==> config.mk <==
export PLATFORM = sky130hd
export DESIGN_NAME = stap_top
export DESIGN_NICKNAME = d
export VERILOG_FILES = /design/src/hdl/stap_jtag_pkg.sv /design/src/hdl/stap_secure_pkg.sv /design/src/hdl/stap_tap_fsm.sv /design/src/hdl/stap_instr_reg.sv /design/src/hdl/stap_secure_plugin.sv /design/src/hdl/stap_dr_bank.sv /design/src/hdl/stap_top.sv
export SDC_FILE = /design/constraint.sdc
export NUM_CORES = 1
export LEC_CHECK = 0
export BUFFER_PORTS_ARGS = -buffer_cell sky130_fd_sc_hd__buf_2
export CAP_MARGIN = 20
export CORE_ASPECT_RATIO = 0.75
export CORE_UTILIZATION = 56
export CTS_CLUSTER_SIZE = 14
export DETAILED_ROUTE_END_ITERATION = 10
export PLACE_DENSITY = 0.83
export SKIP_LAST_GASP = 1
export SLEW_MARGIN = 20
export SYNTH_ARGS = -nofsm -noshare
export SYNTH_HDL_FRONTEND = slang
export SYNTH_SLANG_ARGS = --single-unit
==> constraint.sdc <==
create_clock -name ftap_tck -period 3.6 [get_ports ftap_tck]
set_input_delay 0.72 -clock ftap_tck [delete_from_list [all_inputs] [get_ports ftap_tck]]
set_output_delay 0.72 -clock ftap_tck [all_outputs]
set_load 0.02 [all_outputs]
==> src/hdl/stap_jtag_pkg.sv <==
package stap_jtag_pkg;

    // ------------------------------
    // Instruction register
    // ------------------------------
    localparam int IR_WIDTH = 4;

    // Loaded into the IR chain in Capture-IR, LSB pair is 01 as 1149.1 requires
    localparam logic [IR_WIDTH-1:0] IR_CAPTURE = 4'b0001;

    // Opcodes
    localparam logic [IR_WIDTH-1:0] OP_IDCODE     = 4'h1;
    localparam logic [IR_WIDTH-1:0] OP_TDR        = 4'h8;
    localparam logic [IR_WIDTH-1:0] OP_SEC_STATUS = 4'h9;
    localparam logic [IR_WIDTH-1:0] OP_BYPASS     = 4'hF;

    // ------------------------------
    // TAP controller state codes
    // ------------------------------
    localparam logic [3:0] TEST_LOGIC_RESET = 4'hF;
    localparam logic [3:0] RUN_TEST_IDLE    = 4'hC;
    localparam logic [3:0] SELECT_DR_SCAN   = 4'h7;
    localparam logic [3:0] CAPTURE_DR       = 4'h6;
    localparam logic [3:0] SHIFT_DR         = 4'h2;
    localparam logic [3:0] EXIT1_DR         = 4'h1;
    localparam logic [3:0] PAUSE_DR         = 4'h3;
    localparam logic [3:0] EXIT2_DR         = 4'h0;
    localparam logic [3:0] UPDATE_DR        = 4'h5;
    localparam logic [3:0] SELECT_IR_SCAN   = 4'h4;
    localparam logic [3:0] CAPTURE_IR       = 4'hE;
    localparam logic [3:0] SHIFT_IR         = 4'hA;
    localparam logic [3:0] EXIT1_IR         = 4'h9;
    localparam logic [3:0] PAUSE_IR         = 4'hB;
    localparam logic [3:0] EXIT2_IR         = 4'h8;
    localparam logic [3:0] UPDATE_IR        = 4'hD;

endpackage

==> src/hdl/stap_secure_pkg.sv <==
package stap_secure_pkg;

    // ------------------------------
    // Debug security policy
    // ------------------------------

    // Width of the policy bus from the fuse or security controller
    localparam int POLICY_WIDTH = 4;

    // Policy codes
    // Anything not listed here is treated as locked
    localparam logic [POLICY_WIDTH-1:0] POLICY_LOCKED   = 4'h0;
    localparam logic [POLICY_WIDTH-1:0] POLICY_DEFAULT  = 4'h1;
    localparam logic [POLICY_WIDTH-1:0] POLICY_UNLOCKED = 4'h2;

    // ------------------------------
    // Security status register
    // ------------------------------

    // Layout of the captured word
    //   [3:0]  latched policy
    //   [4]    TDR access enable
    //   [7:5]  zero
    localparam int STATUS_WIDTH = 8;

endpackage

==> src/hdl/stap_tap_fsm.sv <==
module stap_tap_fsm (
    input  logic ftap_tck,
    input  logic rst_n,
    input  logic ftap_tms,
    output logic tap_reset,
    output logic capture_ir,
    output logic shift_ir,
    output logic update_ir,
    output logic capture_dr,
    output logic shift_dr,
    output logic update_dr,
    output logic select_ir
);

    import stap_jtag_pkg::*;

    logic [3:0] state;
    logic [3:0] state_nxt;

    // ------------------------------
    // Next-state table
    // ------------------------------

    // Standard 1149.1 diagram, one step per TCK rising edge
    always_comb begin
        case (state)
            TEST_LOGIC_RESET: state_nxt = ftap_tms ? TEST_LOGIC_RESET : RUN_TEST_IDLE;
            RUN_TEST_IDLE:    state_nxt = ftap_tms ? SELECT_DR_SCAN   : RUN_TEST_IDLE;
            // DR column
            SELECT_DR_SCAN:   state_nxt = ftap_tms ? SELECT_IR_SCAN   : CAPTURE_DR;
            CAPTURE_DR:       state_nxt = ftap_tms ? EXIT1_DR         : SHIFT_DR;
            SHIFT_DR:         state_nxt = ftap_tms ? EXIT1_DR         : SHIFT_DR;
            EXIT1_DR:         state_nxt = ftap_tms ? UPDATE_DR        : PAUSE_DR;
            PAUSE_DR:         state_nxt = ftap_tms ? EXIT2_DR         : PAUSE_DR;
            EXIT2_DR:         state_nxt = ftap_tms ? UPDATE_DR        : SHIFT_DR;
            UPDATE_DR:        state_nxt = ftap_tms ? SELECT_DR_SCAN   : RUN_TEST_IDLE;
            // IR column
            SELECT_IR_SCAN:   state_nxt = ftap_tms ? TEST_LOGIC_RESET : CAPTURE_IR;
            CAPTURE_IR:       state_nxt = ftap_tms ? EXIT1_IR         : SHIFT_IR;
            SHIFT_IR:         state_nxt = ftap_tms ? EXIT1_IR         : SHIFT_IR;
            EXIT1_IR:         state_nxt = ftap_tms ? UPDATE_IR        : PAUSE_IR;
            PAUSE_IR:         state_nxt = ftap_tms ? EXIT2_IR         : PAUSE_IR;
            EXIT2_IR:         state_nxt = ftap_tms ? UPDATE_IR        : SHIFT_IR;
            UPDATE_IR:        state_nxt = ftap_tms ? SELECT_DR_SCAN   : RUN_TEST_IDLE;
            default:          state_nxt = TEST_LOGIC_RESET;
        endcase
    end

    // State register
    // rst_n low lands in Test-Logic-Reset on the next edge
    always_ff @(posedge ftap_tck) begin
        if (!rst_n) begin
            state <= TEST_LOGIC_RESET;
        end else begin
            state <= state_nxt;
        end
    end

    // ------------------------------
    // Strobe decode
    // ------------------------------

    // Decoded from the state flops only, so no TMS path reaches a strobe
    assign tap_reset  = (state == TEST_LOGIC_RESET);
    assign capture_ir = (state == CAPTURE_IR);
    assign shift_ir   = (state == SHIFT_IR);
    assign update_ir  = (state == UPDATE_IR);
    assign capture_dr = (state == CAPTURE_DR);
    assign shift_dr   = (state == SHIFT_DR);
    assign update_dr  = (state == UPDATE_DR);

    // IR column steers the TDO mux
    assign select_ir = (state == SELECT_IR_SCAN) ||
                       (state == CAPTURE_IR)     ||
                       (state == SHIFT_IR)       ||
                       (state == EXIT1_IR)       ||
                       (state == PAUSE_IR)       ||
                       (state == EXIT2_IR)       ||
                       (state == UPDATE_IR);

endmodule

==> src/hdl/stap_instr_reg.sv <==
module stap_instr_reg (
    input  logic ftap_tck,
    input  logic rst_n,
    input  logic ftap_tdi,
    input  logic tap_reset,
    input  logic capture_ir,
    input  logic shift_ir,
    input  logic update_ir,
    output logic ir_tdo,
    output logic sel_idcode,
    output logic sel_tdr,
    output logic sel_status
);

    import stap_jtag_pkg::*;

    logic [IR_WIDTH-1:0] ir_shift;
    logic [IR_WIDTH-1:0] ir_q;

    // ------------------------------
    // Shift chain
    // ------------------------------

    // Capture loads the fixed pattern
    // Shift brings TDI in at the MSB
    always_ff @(posedge ftap_tck) begin
        if (capture_ir) begin
            ir_shift <= IR_CAPTURE;
        end else if (shift_ir) begin
            ir_shift <= {ftap_tdi, ir_shift[IR_WIDTH-1:1]};
        end
    end

    // LSB drives TDO while the IR column is active
    assign ir_tdo = ir_shift[0];

    // ------------------------------
    // Update latch
    // ------------------------------

    // Test-Logic-Reset brings IDCODE back as the current instruction
    always_ff @(posedge ftap_tck) begin
        if (!rst_n || tap_reset) begin
            ir_q <= OP_IDCODE;
        end else if (update_ir) begin
            ir_q <= ir_shift;
        end
    end

    // Opcode decode into one-hot DR selects
    // No select high means the bypass cell is in the path
    always_comb begin
        sel_idcode = 1'b0;
        sel_tdr    = 1'b0;
        sel_status = 1'b0;
        case (ir_q)
            OP_IDCODE:     sel_idcode = 1'b1;
            OP_TDR:        sel_tdr    = 1'b1;
            OP_SEC_STATUS: sel_status = 1'b1;
            // Explicit bypass and all unknown codes leave every select low
            default: ;
        endcase
    end

endmodule

==> src/hdl/stap_secure_plugin.sv <==
module stap_secure_plugin (
    input  logic                                     ftap_tck,
    input  logic                                     rst_n,
    input  logic [stap_secure_pkg::POLICY_WIDTH-1:0] fdfx_secure_policy,
    input  logic                                     fdfx_policy_update,
    input  logic                                     fdfx_earlyboot_exit,
    output logic [stap_secure_pkg::POLICY_WIDTH-1:0] policy_q,
    output logic                                     tdr_access_en,
    output logic                                     dfxsecure_feature_en
);

    import stap_secure_pkg::*;

    logic [POLICY_WIDTH-1:0] policy_d;
    logic                    access_d;
    logic                    access_q;

    // ------------------------------
    // Policy latch
    // ------------------------------

    // New policy only on the update strobe
    assign policy_d = fdfx_policy_update ? fdfx_secure_policy : policy_q;

    // Unlocked always opens
    // Default opens only until early boot is done
    // Locked and unknown codes stay closed
    always_comb begin
        case (policy_d)
            POLICY_UNLOCKED: access_d = 1'b1;
            POLICY_DEFAULT:  access_d = !fdfx_earlyboot_exit;
            default:         access_d = 1'b0;
        endcase
    end

    // Powers up locked with the feature disabled
    always_ff @(posedge ftap_tck) begin
        if (!rst_n) begin
            policy_q <= POLICY_LOCKED;
            access_q <= 1'b0;
        end else begin
            policy_q <= policy_d;
            access_q <= access_d;
        end
    end

    // Decision goes to the DR bank and out to the SoC from the same flop
    assign tdr_access_en        = access_q;
    assign dfxsecure_feature_en = access_q;

endmodule

==> src/hdl/stap_dr_bank.sv <==
module stap_dr_bank #(
    parameter int          TDR_WIDTH    = 32,
    parameter logic [31:0] IDCODE_VALUE = 32'h0A5B_C0DF
) (
    input  logic                                 ftap_tck,
    input  logic                                 rst_n,
    input  logic                                 ftap_tdi,
    input  logic                                 capture_dr,
    input  logic                                 shift_dr,
    input  logic                                 update_dr,
    input  logic                                 sel_idcode,
    input  logic                                 sel_tdr,
    input  logic                                 sel_status,
    input  logic                                 tdr_access_en,
    input  logic [stap_secure_pkg::POLICY_WIDTH-1:0] policy_q,
    input  logic [TDR_WIDTH-1:0]                 tdr_data_in,
    output logic                                 dr_tdo,
    output logic [TDR_WIDTH-1:0]                 tdr_data_out
);

    import stap_secure_pkg::*;

    logic                    tdr_active;
    logic                    bypass_active;
    logic                    bypass_q;
    logic [31:0]             idcode_sr;
    logic [STATUS_WIDTH-1:0] status_sr;
    logic [STATUS_WIDTH-1:0] status_cap;
    logic [TDR_WIDTH-1:0]    tdr_sr;

    // ------------------------------
    // Chain selection
    // ------------------------------

    // A locked TDR falls back to the bypass cell
    assign tdr_active    = sel_tdr && tdr_access_en;
    assign bypass_active = !(sel_idcode || sel_status || tdr_active);

    // Bypass cell captures zero
    always_ff @(posedge ftap_tck) begin
        if (capture_dr && bypass_active) begin
            bypass_q <= 1'b0;
        end else if (shift_dr && bypass_active) begin
            bypass_q <= ftap_tdi;
        end
    end

    // IDCODE chain
    // Bit 0 is always 1 per 1149.1
    always_ff @(posedge ftap_tck) begin
        if (capture_dr && sel_idcode) begin
            idcode_sr <= {IDCODE_VALUE[31:1], 1'b1};
        end else if (shift_dr && sel_idcode) begin
            idcode_sr <= {ftap_tdi, idcode_sr[31:1]};
        end
    end

    // Security status snapshot
    assign status_cap = {{(STATUS_WIDTH-POLICY_WIDTH-1){1'b0}}, tdr_access_en, policy_q};

    always_ff @(posedge ftap_tck) begin
        if (capture_dr && sel_status) begin
            status_sr <= status_cap;
        end else if (shift_dr && sel_status) begin
            status_sr <= {ftap_tdi, status_sr[STATUS_WIDTH-1:1]};
        end
    end

    // ------------------------------
    // Test data register
    // ------------------------------

    // Captures the parallel input only while access is granted
    always_ff @(posedge ftap_tck) begin
        if (capture_dr && tdr_active) begin
            tdr_sr <= tdr_data_in;
        end else if (shift_dr && tdr_active) begin
            tdr_sr <= {ftap_tdi, tdr_sr[TDR_WIDTH-1:1]};
        end
    end

    // Parallel output holds its value across locked updates
    always_ff @(posedge ftap_tck) begin
        if (!rst_n) begin
            tdr_data_out <= '0;
        end else if (update_dr && tdr_active) begin
            tdr_data_out <= tdr_sr;
        end
    end

    // LSB of the selected chain
    always_comb begin
        if (sel_idcode) begin
            dr_tdo = idcode_sr[0];
        end else if (sel_status) begin
            dr_tdo = status_sr[0];
        end else if (tdr_active) begin
            dr_tdo = tdr_sr[0];
        end else begin
            dr_tdo = bypass_q;
        end
    end

endmodule

==> src/hdl/stap_top.sv <==
module stap_top #(
    parameter int          TDR_WIDTH    = 32,
    parameter logic [31:0] IDCODE_VALUE = 32'h0A5B_C0DF
) (
    input  logic                                     ftap_tck,
    input  logic                                     rst_n,
    input  logic                                     ftap_tms,
    input  logic                                     ftap_tdi,
    input  logic [stap_secure_pkg::POLICY_WIDTH-1:0] fdfx_secure_policy,
    input  logic                                     fdfx_policy_update,
    input  logic                                     fdfx_earlyboot_exit,
    input  logic [TDR_WIDTH-1:0]                     tdr_data_in,
    output logic                                     atap_tdo,
    output logic [TDR_WIDTH-1:0]                     tdr_data_out,
    output logic                                     dfxsecure_feature_en
);

    logic tap_reset;
    logic capture_ir;
    logic shift_ir;
    logic update_ir;
    logic capture_dr;
    logic shift_dr;
    logic update_dr;
    logic select_ir;
    logic ir_tdo;
    logic dr_tdo;
    logic sel_idcode;
    logic sel_tdr;
    logic sel_status;
    logic tdr_access_en;
    logic [stap_secure_pkg::POLICY_WIDTH-1:0] policy_q;

    // ------------------------------
    // TAP controller
    // ------------------------------
    stap_tap_fsm i_tap_fsm (
        .ftap_tck   (ftap_tck),
        .rst_n      (rst_n),
        .ftap_tms   (ftap_tms),
        .tap_reset  (tap_reset),
        .capture_ir (capture_ir),
        .shift_ir   (shift_ir),
        .update_ir  (update_ir),
        .capture_dr (capture_dr),
        .shift_dr   (shift_dr),
        .update_dr  (update_dr),
        .select_ir  (select_ir)
    );

    // Instruction register and decode
    stap_instr_reg i_instr_reg (
        .ftap_tck   (ftap_tck),
        .rst_n      (rst_n),
        .ftap_tdi   (ftap_tdi),
        .tap_reset  (tap_reset),
        .capture_ir (capture_ir),
        .shift_ir   (shift_ir),
        .update_ir  (update_ir),
        .ir_tdo     (ir_tdo),
        .sel_idcode (sel_idcode),
        .sel_tdr    (sel_tdr),
        .sel_status (sel_status)
    );

    // Security plugin
    stap_secure_plugin i_secure_plugin (
        .ftap_tck             (ftap_tck),
        .rst_n                (rst_n),
        .fdfx_secure_policy   (fdfx_secure_policy),
        .fdfx_policy_update   (fdfx_policy_update),
        .fdfx_earlyboot_exit  (fdfx_earlyboot_exit),
        .policy_q             (policy_q),
        .tdr_access_en        (tdr_access_en),
        .dfxsecure_feature_en (dfxsecure_feature_en)
    );

    // Data register bank
    stap_dr_bank #(
        .TDR_WIDTH    (TDR_WIDTH),
        .IDCODE_VALUE (IDCODE_VALUE)
    ) i_dr_bank (
        .ftap_tck      (ftap_tck),
        .rst_n         (rst_n),
        .ftap_tdi      (ftap_tdi),
        .capture_dr    (capture_dr),
        .shift_dr      (shift_dr),
        .update_dr     (update_dr),
        .sel_idcode    (sel_idcode),
        .sel_tdr       (sel_tdr),
        .sel_status    (sel_status),
        .tdr_access_en (tdr_access_en),
        .policy_q      (policy_q),
        .tdr_data_in   (tdr_data_in),
        .dr_tdo        (dr_tdo),
        .tdr_data_out  (tdr_data_out)
    );

    // ------------------------------
    // TDO output stage
    // ------------------------------

    // IR chain in the IR column, DR chain everywhere else
    assign atap_tdo = select_ir ? ir_tdo : dr_tdo;

endmodule

==> results.cfg, run 1 <==
[cts]
cts_tree = built
postCtsHoldBufs = 0
clkSlewWorstSetupHoldPaths_ns = 0.05
cts_buffers = 17
clock-root-buffer = clkbuf_16
clk_path_buf_depth = 2
cts_setup_buffers = 0
clock-sinks = 122
worstSkewPairLatency_ns = 0.41
h-tree-depth = 4
cts_resized = 0

[status]
status = finished clean

[route]
wl_mm = 9.775
drc_errors = 0
viasPerCell = 5.356
firstDrtPassIters = 4
drt-initial-drc-count = 237
vias = 3401
antenna_left = 0
wl_per_cell_um = 15.39

[timing]
drv_slew = 0
setup_viol = 0
fmaxAchievable_mhz = 361.7
hold_viol_final = 0
tightest_slew_ns = 0.9900
fin_setup_tns_ns = 0
fin_crit_sh_pct = 76.79
fin_skew_ns = 0.006190
hold_slack_ns = 0.4314
rsz0062_at_grt = no
period_needed_ns = 2.765
slew_headroom_pct = 33.79

[logic_synthesis]
ys_types = 38
seq_area_frac_synth_pct = 56.51
netlist.area_leader.share_pct = 34.19
syn_area_um2 = 4977
yosys_warnings = 0
yosys.area.top_type = dfxtp_1
syn-mean-instance-area_um2 = 11.21
syn_nets = 486
syn_inst = 444
ys_ff_latch = 122
synth_area_leaders = dfxtp_1 34%, edfxtp_1 22%, mux2_2 9.5%, mux2i_1 7.2%, nand2_1 5.9%

[floorplanning]
start_util_pct = 58.37
core_um2 = 8527
dieWidth_um = 110.9
fp-row-count = 29
io_pins = 76
die_area_um2 = 9273
die_y_um = 83.65

[power_and_ir_drop]
power_frac_seq_pct = 46.2
power_frac_clock_pct = 47.1
power_density_nw_per_um2 = 587.6
p_int_w = 0.002714
total_power_w = 0.003491
ir_drop_mv = 0.4205
p_leak_nw = 2.376
comb_power_share_pct = 6.7
swShare_pct = 22.25
p_sw_w = 0.0007769

[grt]
grt_use_total_pct = 23.27
grt_overflow = 0
grt_pass1_vias = 3375
antenna_found_initial = 0
grt_max_degree = 48
grt_pass1_wl_mm = 16.63

[final_layout]
nNetsFinal = 556
drive_gt1_share_pct = 28.84
diodes = 0
area_delta_synth_final_pct = 19.38
finalNonFillerCells = 635

[placed_design]
dp.final_hpwl_mm = 6.052
io_buffers = 75
gp_congestion = 0.8209
dp.cells = 603

[setup_path]
start_kind = flop
end_kind = output port
worstSetupPathType = flop to output port
path_max_fanout = 8
cp_data_required_time_ns = 2.88
arrival_ns = 2.04

[flow_run]
cap_violations = 0

[worst_hold_path]
hold_class = flop to flop
power by group through the flow:
stage	Combinational, W	Sequential [W]	Clock [W]
after global placement	0.000218	0.00163	0
after floorplan	0.000181	0.00161	0
after CTS	0.000235	0.00161	0.00167
after detailed placement	0.000230	0.00164	0
after global routing	0.000270	0.00163	0.00173
final	0.000233	0.00161	0.00164
layout make-up:
type / instances / area [um2]
timing repair buffer: 79 / 405.4
fill: 588 / 2585
multi-input combinational: 290 / 2004
sequential: 122 / 2813
clock inverter: 10 / 125.1
inverter: 4 / 15.01
tap: 108 / 135.1
clock buffer: 22 / 444.2
stage by stage:
stage	util, %	worst slack [ns]	area [um2]
finish	69.68	0.8355	5942
global route	69.68	0.6862	5942
CTS	69.68	0.8230	5942
detailed placement	63.01	1.275	5373
global placement	63.01	1.330	5373
floorplan	-	0.8204	4977
cell usage after synthesis (all sizes together):
cell type,instances
mux2,42
o221ai,1
o21ai,26
a21o,1
clkbuf,16
a21boi,1
nor2b,41
nand3b,16
o2111a,1
edfxtp,37
a32oi,1
inv,4
nand4bb,1
nor2,5
a31oi,1
or3b,2
or2,1
nor4b,2
a21oi,9
nor4,2
o21a,1
nand2b,6
o31ai,1
mux2i,36
nor3b,6
buf,12
nand4,2
nand2,78
dfxtp,85
nor3,3
nand3,4
critical path: stages, from the launching register on:
cell and delay, ns:
dfxtp_1 0.49, or3b_1 0.47, a21oi_1 0.16, o21ai_0 0.09
mux2_2 0.27, buf_2 0.16
cell families (layout without fill, tap and decap cells):
| group | count (synthesis) | in the layout | synth area share (%) |
|---|---|---|---|
| AND/OR/NAND/NOR | 169 | 169 | 18.60 |
| flip-flops | 122 | 122 | 56.51 |
| multiplexers | 78 | 78 | 16.74 |
| AO/OA/AOI/OAI | 43 | 43 | 4.827 |
| buffers and inverters | 32 | 115 | 3.318 |
sequential cells by signal, indices dropped and copies added (netlist names):
register and count:
i_dr_bank.idcode_sr 32, i_dr_bank.tdr_data_out 32, i_dr_bank.tdr_sr 32, i_dr_bank.status_sr 8, i_instr_reg.ir_q 4, i_instr_reg.ir_shift 4
i_secure_plugin.policy_q 4, i_tap_fsm.state 4, i_dr_bank.bypass_q 1, i_secure_plugin.dfxsecure_feature_en 1
per-layer routing:
layer / track usage, % / routed length, um / vias to the layer above
met1: 28.26 / 4313 / 1631
met2: 38.51 / 4882 / 78
met5: 0 / 0 / -
met4: 10.79 / 153 / 0
li1: - / - / 1676
met3: 6.609 / 426 / 16
cells in the final DEF (no fill, tap or decap), types with 4 or more instances in the layout:
master,n
o21ai_0,24
edfxtp_1,37
nor2b_1,40
mux2_2,42
clkbuf_16,17
nor2_1,4
clkinv_2,4
inv_1,4
buf_4,4
buf_2,75
dfxtp_1,85
a21oi_1,9
nor3b_1,6
nand2_1,78
nand3_1,4
mux2i_1,36
nand2b_1,6
clkbuf_1,5
nand3b_1,16
path summary, 6_finish.rpt:
kind                                        start                                    to  slack [ns]  depth (start not counted)
max              i_instr_reg.ir_q[0]$_SDFFE_PP1P_                              atap_tdo        0.84                          5
min reg2reg  i_dr_bank.idcode_sr[17]$_SDFFE_PP1P_  i_dr_bank.idcode_sr[17]$_SDFFE_PP1P_        0.43                          2
max reg2reg         i_tap_fsm.state[1]$_SDFF_PN1_  i_dr_bank.idcode_sr[19]$_SDFFE_PP1P_        1.25                          4
min          i_dr_bank.idcode_sr[17]$_SDFFE_PP1P_  i_dr_bank.idcode_sr[17]$_SDFFE_PP1P_        0.43                          2
Power figures use the tool's default switching activity.
==> run 2: changes to the inputs <==
--- a/config.mk
+++ b/config.mk
@@ -8,10 +8,10 @@
 export BUFFER_PORTS_ARGS = -buffer_cell sky130_fd_sc_hd__buf_2
 export CAP_MARGIN = 20
 export CORE_ASPECT_RATIO = 0.75
-export CORE_UTILIZATION = 56
+export CORE_UTILIZATION = 51
 export CTS_CLUSTER_SIZE = 14
 export DETAILED_ROUTE_END_ITERATION = 10
-export PLACE_DENSITY = 0.83
+export PLACE_DENSITY = 0.8
 export SKIP_LAST_GASP = 1
 export SLEW_MARGIN = 20
 export SYNTH_ARGS = -nofsm -noshare
==> constraint.sdc (replaced) <==
create_clock -name ftap_tck -period 2.5 [get_ports ftap_tck]
set_input_delay 0.5 -clock ftap_tck [delete_from_list [all_inputs] [get_ports ftap_tck]]
set_output_delay 0.5 -clock ftap_tck [all_outputs]
set_load 0.02 [all_outputs]
==> run 2 against run 1 <==
Sequential share of layout area is 0.77 points lower. Worst setup slack got worse by 0.79 ns. Clock skew increased by 0.0022 ns. Highest routed layer unchanged. Combinational power is 50% higher. Total power rose by 45%. Design area increased by 1.8%. Critical endpoint unchanged. Largest cell class unchanged. Via count is 0.41% higher. Sequential power increased by 43%.
==> results.cfg, run 2 (synthesized netlist as in run 1, its figures left out) <==
[final_layout]
drive_gt1_share_pct = 30.70
layout_commonest_cell = dfxtp_1
final_cell_area_um2 = 6048
regArea_um2 = 2816
area_delta_synth_final_pct = 21.52
diodes = 0
final_cell_mix = 82 x dfxtp_1, 78 x nand2_1, 75 x buf_2, 42 x mux2_2, 40 x nor2b_1
top_regs = i_dr_bank.idcode_sr (32), i_dr_bank.tdr_data_out (32), i_dr_bank.tdr_sr (32)
post-route-util_pct = 65.24
nNetsFinal = 560
num-fill-cells = 710
multiInputGateArea_um2 = 2007

[cts]
clock-root-buffer = clkbuf_16
clkSlewWorstSetupHoldPaths_ns = 0.05
cts_tree = built
cts_buffers = 17
clk_path_buf_depth = 2
worstSkewPairLatency_ns = 0.41
clock-sinks = 122
cts_setup_buffers = 0
h-tree-depth = 4
postCtsHoldBufs = 0

[worst_hold_path]
hold_class = primary input to flop

[setup_path]
worstSetupPathType = flop to output port
max_stage_delay_ns = 0.44
cp_cell_sequence = or3b_4 > a21oi_1 > o21ai_0 > mux2_2 > buf_2
start_kind = flop
arrival_ns = 1.95
path_max_fanout = 8
cp_data_required_time_ns = 2.00
cp_slowest_cell = or3b_4
rrSetupSlack_ns = 0.43
end_kind = output port

[power_and_ir_drop]
power_frac_seq_pct = 45.8
swShare_pct = 22.32
ir_drop_mv = 0.5287
p_sw_w = 0.001128
comb_power_share_pct = 6.9
p_int_w = 0.003924
power_density_nw_per_um2 = 835.1
power_frac_clock_pct = 47.2
p_leak_nw = 2.410

[placed_design]
dp.final_hpwl_mm = 6.281
gp_congestion = 0.7897
io_buffers = 75
dpl_worst_slack_ns = 0.3950
placed_area_um2 = 5453

[floorplanning]
fp-row-count = 30
io_pins = 76
die_area_um2 = 10160
core_um2 = 9271
dieWidth_um = 116.1
start_util_pct = 53.68
die_y_um = 87.56

[grt]
grt_pass1_vias = 3285
grt_pass1_wl_mm = 16.13
grt_max_degree = 47
grt_overflow = 0
antenna_found_initial = 0
grt_use_total_pct = 21.36

[timing]
setup_viol = 0
slew_headroom_pct = 55.90
hold_slack_ns = 0.3859
tightest_slew_ns = 0.6615
hold_viol_final = 0
fin_setup_tns_ns = 0
fin_crit_sh_pct = 98.05
fmaxAchievable_mhz = 407.9
worst_slack_ns = 0.04866
fin_skew_ns = 0.008435
period_needed_ns = 2.451
drv_slew = 0

[route]
vias = 3415
wl_per_cell_um = 15.19
viasPerCell = 5.182
wl_mm = 10.01
drt-initial-drc-count = 279
firstDrtPassIters = 5
drc_errors = 0
antenna_left = 0

[status]
status = finished clean

[flow_run]
cap_violations = 0
## run 2: final cells by class
| cell class | instances | share of cell area (%) |
|---|---|---|
| Sequential cell | 122 | 46.57 |
| Clock buffer | 26 | 8.792 |
| Inverter | 4 | 0.2482 |
| Timing Repair Buffer | 83 | 7.613 |
| Tap cell | 128 | 2.648 |
| Multi-Input combinational cell | 290 | 33.18 |
| Clock inverter | 6 | 0.9516 |
## run 2: final timing paths
check,startpoint,end,cells after the start
worst max register to register,i_tap_fsm.state[1]$_SDFF_PN1_,i_dr_bank.tdr_sr[8]$_DFFE_PP_,5
worst max-delay path,i_instr_reg.ir_q[0]$_SDFFE_PP1P_,atap_tdo,5
worst min register to register,i_dr_bank.idcode_sr[15]$_SDFFE_PP1P_,i_dr_bank.idcode_sr[15]$_SDFFE_PP1P_,2
worst min-delay path,fdfx_secure_policy[3],i_secure_plugin.policy_q[3]$_SDFF_PN0_,3
## run 2: through the flow
stage	total power (W)	std cells
after floorplan	0.002577	444
after global placement	0.002664	627
after detailed placement	0.002697	627
after CTS	0.005090	659
after global routing	0.005251	659
final	0.005051	659
## run 2: power by group through the flow
stage / combinational, W / clock [W] / sequential (W)
6_report: 0.000350 / 0.00239 / 0.00231
5_1_grt: 0.000405 / 0.00251 / 0.00233
4_1_cts: 0.000353 / 0.00242 / 0.00231
3_5_place_dp: 0.000347 / 0 / 0.00235
3_3_place_gp: 0.000325 / 0 / 0.00234
2_1_floorplan: 0.000261 / 0 / 0.00232
## run 2: worst max-delay path, delay by kind of cell, from the launching register on
family                 cells  cell delay, ns
buffers and inverters      1            0.16
flip-flops                 1            0.42
AND/OR/NAND/NOR            1            0.44
AO/OA/AOI/OAI              2            0.25
multiplexers               1            0.28
## run 2: timing repair
| item | 4_1_cts | 5_1_grt |
|---|---|---|
| resized for setup | 1 | 3 |
| gates cloned | 0 | 0 |
| setup endpoints to repair | 1 | 1 |
## run 2: routing by layer
metal	up-vias	wire length, um	GRT usage (%)
met5	-	0	0
met4	0	112	9.441
met3	10	388	6.228
met2	82	4959	34.42
met1	1640	4550	26.92
li1	1683	-	-
==> run 3: changes to the inputs <==
--- a/config.mk
+++ b/config.mk
@@ -5,13 +5,14 @@
 export SDC_FILE = /design/constraint.sdc
 export NUM_CORES = 1
 export LEC_CHECK = 0
+export ABC_AREA = 1
 export BUFFER_PORTS_ARGS = -buffer_cell sky130_fd_sc_hd__buf_2
 export CAP_MARGIN = 20
 export CORE_ASPECT_RATIO = 0.75
 export CORE_UTILIZATION = 51
 export CTS_CLUSTER_SIZE = 14
 export DETAILED_ROUTE_END_ITERATION = 10
-export PLACE_DENSITY = 0.8
+export PLACE_DENSITY = 0.79
 export SKIP_LAST_GASP = 1
 export SLEW_MARGIN = 20
 export SYNTH_ARGS = -nofsm -noshare
==> run 3 against run 2 <==
Critical path depth up 2. First-iteration DRC count down 11%. Synthesized cell count up 26%. Routed wire length up 5.4%. Cell count up 19%. Largest power group is now sequential cells.
==> results.cfg, run 3 <==
[worst_hold_path]
worstHoldPathCells = 4
whs_endpoint = i_secure_plugin.dfxsecure_feature_en$_SDFF_PN0_
hold_start = fdfx_earlyboot_exit
hold_class = primary input to flop

[final_layout]
post-route-util_pct = 63.45
layout_commonest_cell = dfxtp_1
diodes = 0
drive_gt1_share_pct = 28.66
nNetsFinal = 678
area_delta_synth_final_pct = 20.72
multiInputGateArea_um2 = 1877
top_regs = i_dr_bank.idcode_sr (32), i_dr_bank.tdr_data_out (32), i_dr_bank.tdr_sr (32)
regArea_um2 = 2813
num-fill-cells = 804
final_cell_mix = 85 x dfxtp_1, 75 x buf_2, 67 x nand2_1, 64 x inv_1, 62 x o21ai_0

[logic_synthesis]
yosys.area.top_type = dfxtp_1
synth-compound-area-share_pct = 16.45
synth_area_leaders = dfxtp_1 33%, edfxtp_1 22%, o21ai_0 6.1%, a21oi_2 5.5%, nor2_4 5.1%
synth_edf_count = 37
ys_ff_latch = 122
seq_area_frac_synth_pct = 55.19
synth_top_family_by_area = simple AND/OR/NAND/NOR gates
synth_fa_ha_area_share_pct = 0
yosys_warnings = 0
syn_nets = 602
synth-xor-area-share_pct = 0
syn_inst = 560
netlist.area_leader.share_pct = 33.39
synthMostInstantiatedCell = dfxtp_1
syn-mean-instance-area_um2 = 9.100
yosys.area_share.simple_pct = 20.23
syn_area_um2 = 5096
synthTopCellsByCount = 85 x dfxtp_1, 68 x nand2_1, 64 x inv_1
ys.flop_type = dfxtp_1
async_flop_share_pct = 0
ys_types = 23
synthMuxAreaShare_pct = 0

[power_and_ir_drop]
swShare_pct = 28.91
power_frac_clock_pct = 40.3
p_leak_nw = 2.774
ir_drop_mv = 0.5457
comb_power_share_pct = 16.4
p_int_w = 0.004186
p_sw_w = 0.001702
power_density_nw_per_um2 = 957.0
power_frac_seq_pct = 43.2

[floorplanning]
die_area_um2 = 10400
core_um2 = 9697
fp-row-count = 31
start_util_pct = 52.55
dieWidth_um = 117.4
die_y_um = 88.57
io_pins = 76

[timing]
period_needed_ns = 2.268
fmaxAchievable_mhz = 440.8
slew_headroom_pct = 54.23
drv_slew = 0
tightest_slew_ns = 0.6840
fin_crit_sh_pct = 90.74
fin_setup_tns_ns = 0
fin_skew_ns = 0.01669
rsz0062_at_grt = no
hold_viol_final = 0
setup_viol = 0

[cts]
cts_setup_buffers = 0
worstSkewPairLatency_ns = 0.42
clock-root-buffer = clkbuf_16
cts_tree = built
clkSlewWorstSetupHoldPaths_ns = 0.06
clk_path_buf_depth = 2
cts_buffers = 17
h-tree-depth = 4
clock-sinks = 122

[grt]
antenna_found_initial = 0
grt_pass1_vias = 3706
grt_overflow = 0
grt_max_degree = 64
grt_use_total_pct = 21.68
grt_pass1_wl_mm = 17.41

[status]
status = finished clean

[setup_path]
end_kind = output port
worstSetupPathType = flop to output port
arrival_ns = 1.77
cp_data_required_time_ns = 2.00
r2r-start = i_instr_reg.ir_q[3]$_SDFFE_PP0P_
reg2reg_to = i_dr_bank.tdr_sr[31]$_DFFE_PP_
worst-r2r-cell-count = 7
start_kind = flop
rrSetupSlack_ns = 0.51
path_max_fanout = 9

[flow_run]
cap_violations = 0

[placed_design]
io_buffers = 75
dp.final_hpwl_mm = 6.872
gp_congestion = 0.8242

[route]
antenna_left = 0
viasPerCell = 5.061
firstDrtPassIters = 5
wl_per_cell_um = 13.51
drc_errors = 0
drt-initial-drc-count = 248
vias = 3953
wl_mm = 10.55
[run 3: final cells by class]
type / instances / share of cell area [%]
flip-flops and latches: 122 / 45.72
multi-input cells: 345 / 30.51
repair buffers: 82 / 7.362
clock buffers: 20 / 7.789
clock inverters: 12 / 1.790
inverters: 68 / 4.149
well taps: 132 / 2.685
[run 3: repair_timing]
action | 4_1_cts | 5_1_grt
setup endpoints to repair | 0 | 1
hold buffers | 0 | 0
resized for setup | 0 | 1
[run 3: worst max path at each step]
stage | startpoint | to | slack [ns] | cells past startpoint
final | i_tap_fsm.state[0]$_SDFF_PN1_ | atap_tdo | 0.23 | 7
after global routing | i_tap_fsm.state[0]$_SDFF_PN1_ | atap_tdo | 0.06 | 7
after CTS | i_tap_fsm.state[0]$_SDFF_PN1_ | atap_tdo | 0.15 | 7
after detailed placement | i_instr_reg.ir_q[3]$_SDFFE_PP0P_ | i_dr_bank.tdr_sr[31]$_DFFE_PP_ | 0.58 | 7
after global placement | i_tap_fsm.state[0]$_SDFF_PN1_ | atap_tdo | 0.64 | 7
after floorplan | i_secure_plugin.dfxsecure_feature_en$_SDFF_PN0_ | i_dr_bank.tdr_sr[0]$_DFFE_PP_ | 0.03 | 2
[run 3: cell families (layout without fill, tap and decap cells)]
family                 Yosys count  in the layout
DFF                            122            122
AOI/OAI and AO/OA              141            141
and+or+nand+nor                204            204
buffers and inverters           93            182
[run 3: worst max-delay path, cell delays in order, from the launching register on]
cell and delay, ns:
dfxtp_1 0.42, inv_2 0.06, nor2_2 0.18, nand2_2 0.15
nand4_1 0.12, nor2_1 0.04, a21oi_1 0.18, buf_2 0.19
[run 3: metrics by stage]
stage / hold WS (ns) / worst slack (ns) / total power [W] / instances / cell area, um2
2_1_floorplan: 0.4292 / 0.02818 / 0.003259 / 560 / 5096
3_3_place_gp: 0.4384 / 0.6354 / 0.003470 / 749 / 5560
3_5_place_dp: 0.4429 / 0.5817 / 0.003523 / 749 / 5560
4_1_cts: 0.3605 / 0.1510 / 0.005908 / 781 / 6150
5_1_grt: 0.3937 / 0.06472 / 0.006187 / 781 / 6152
6_report: 0.3716 / 0.2315 / 0.005887 / 781 / 6152
[run 3: power by group through the flow]
stage,Combinational (W),Sequential [W],Clock (W)
5_1_grt,0.00110,0.00258,0.00251
2_1_floorplan,0.000724,0.00253,0
4_1_cts,0.000961,0.00254,0.00240
3_3_place_gp,0.000907,0.00256,0
3_5_place_dp,0.000947,0.00258,0
6_report,0.000967,0.00255,0.00237
[run 3: layer usage]
| layer | vias to the layer above | track usage, % | wire length [um] |
|---|---|---|---|
| li1 | 1999 | - | - |
| met1 | 1846 | 26.30 | 4772 |
| met2 | 104 | 37.12 | 5198 |
| met3 | 4 | 7.281 | 519 |
| met4 | 0 | 6.612 | 62 |
| met5 | - | 0 | 0 |
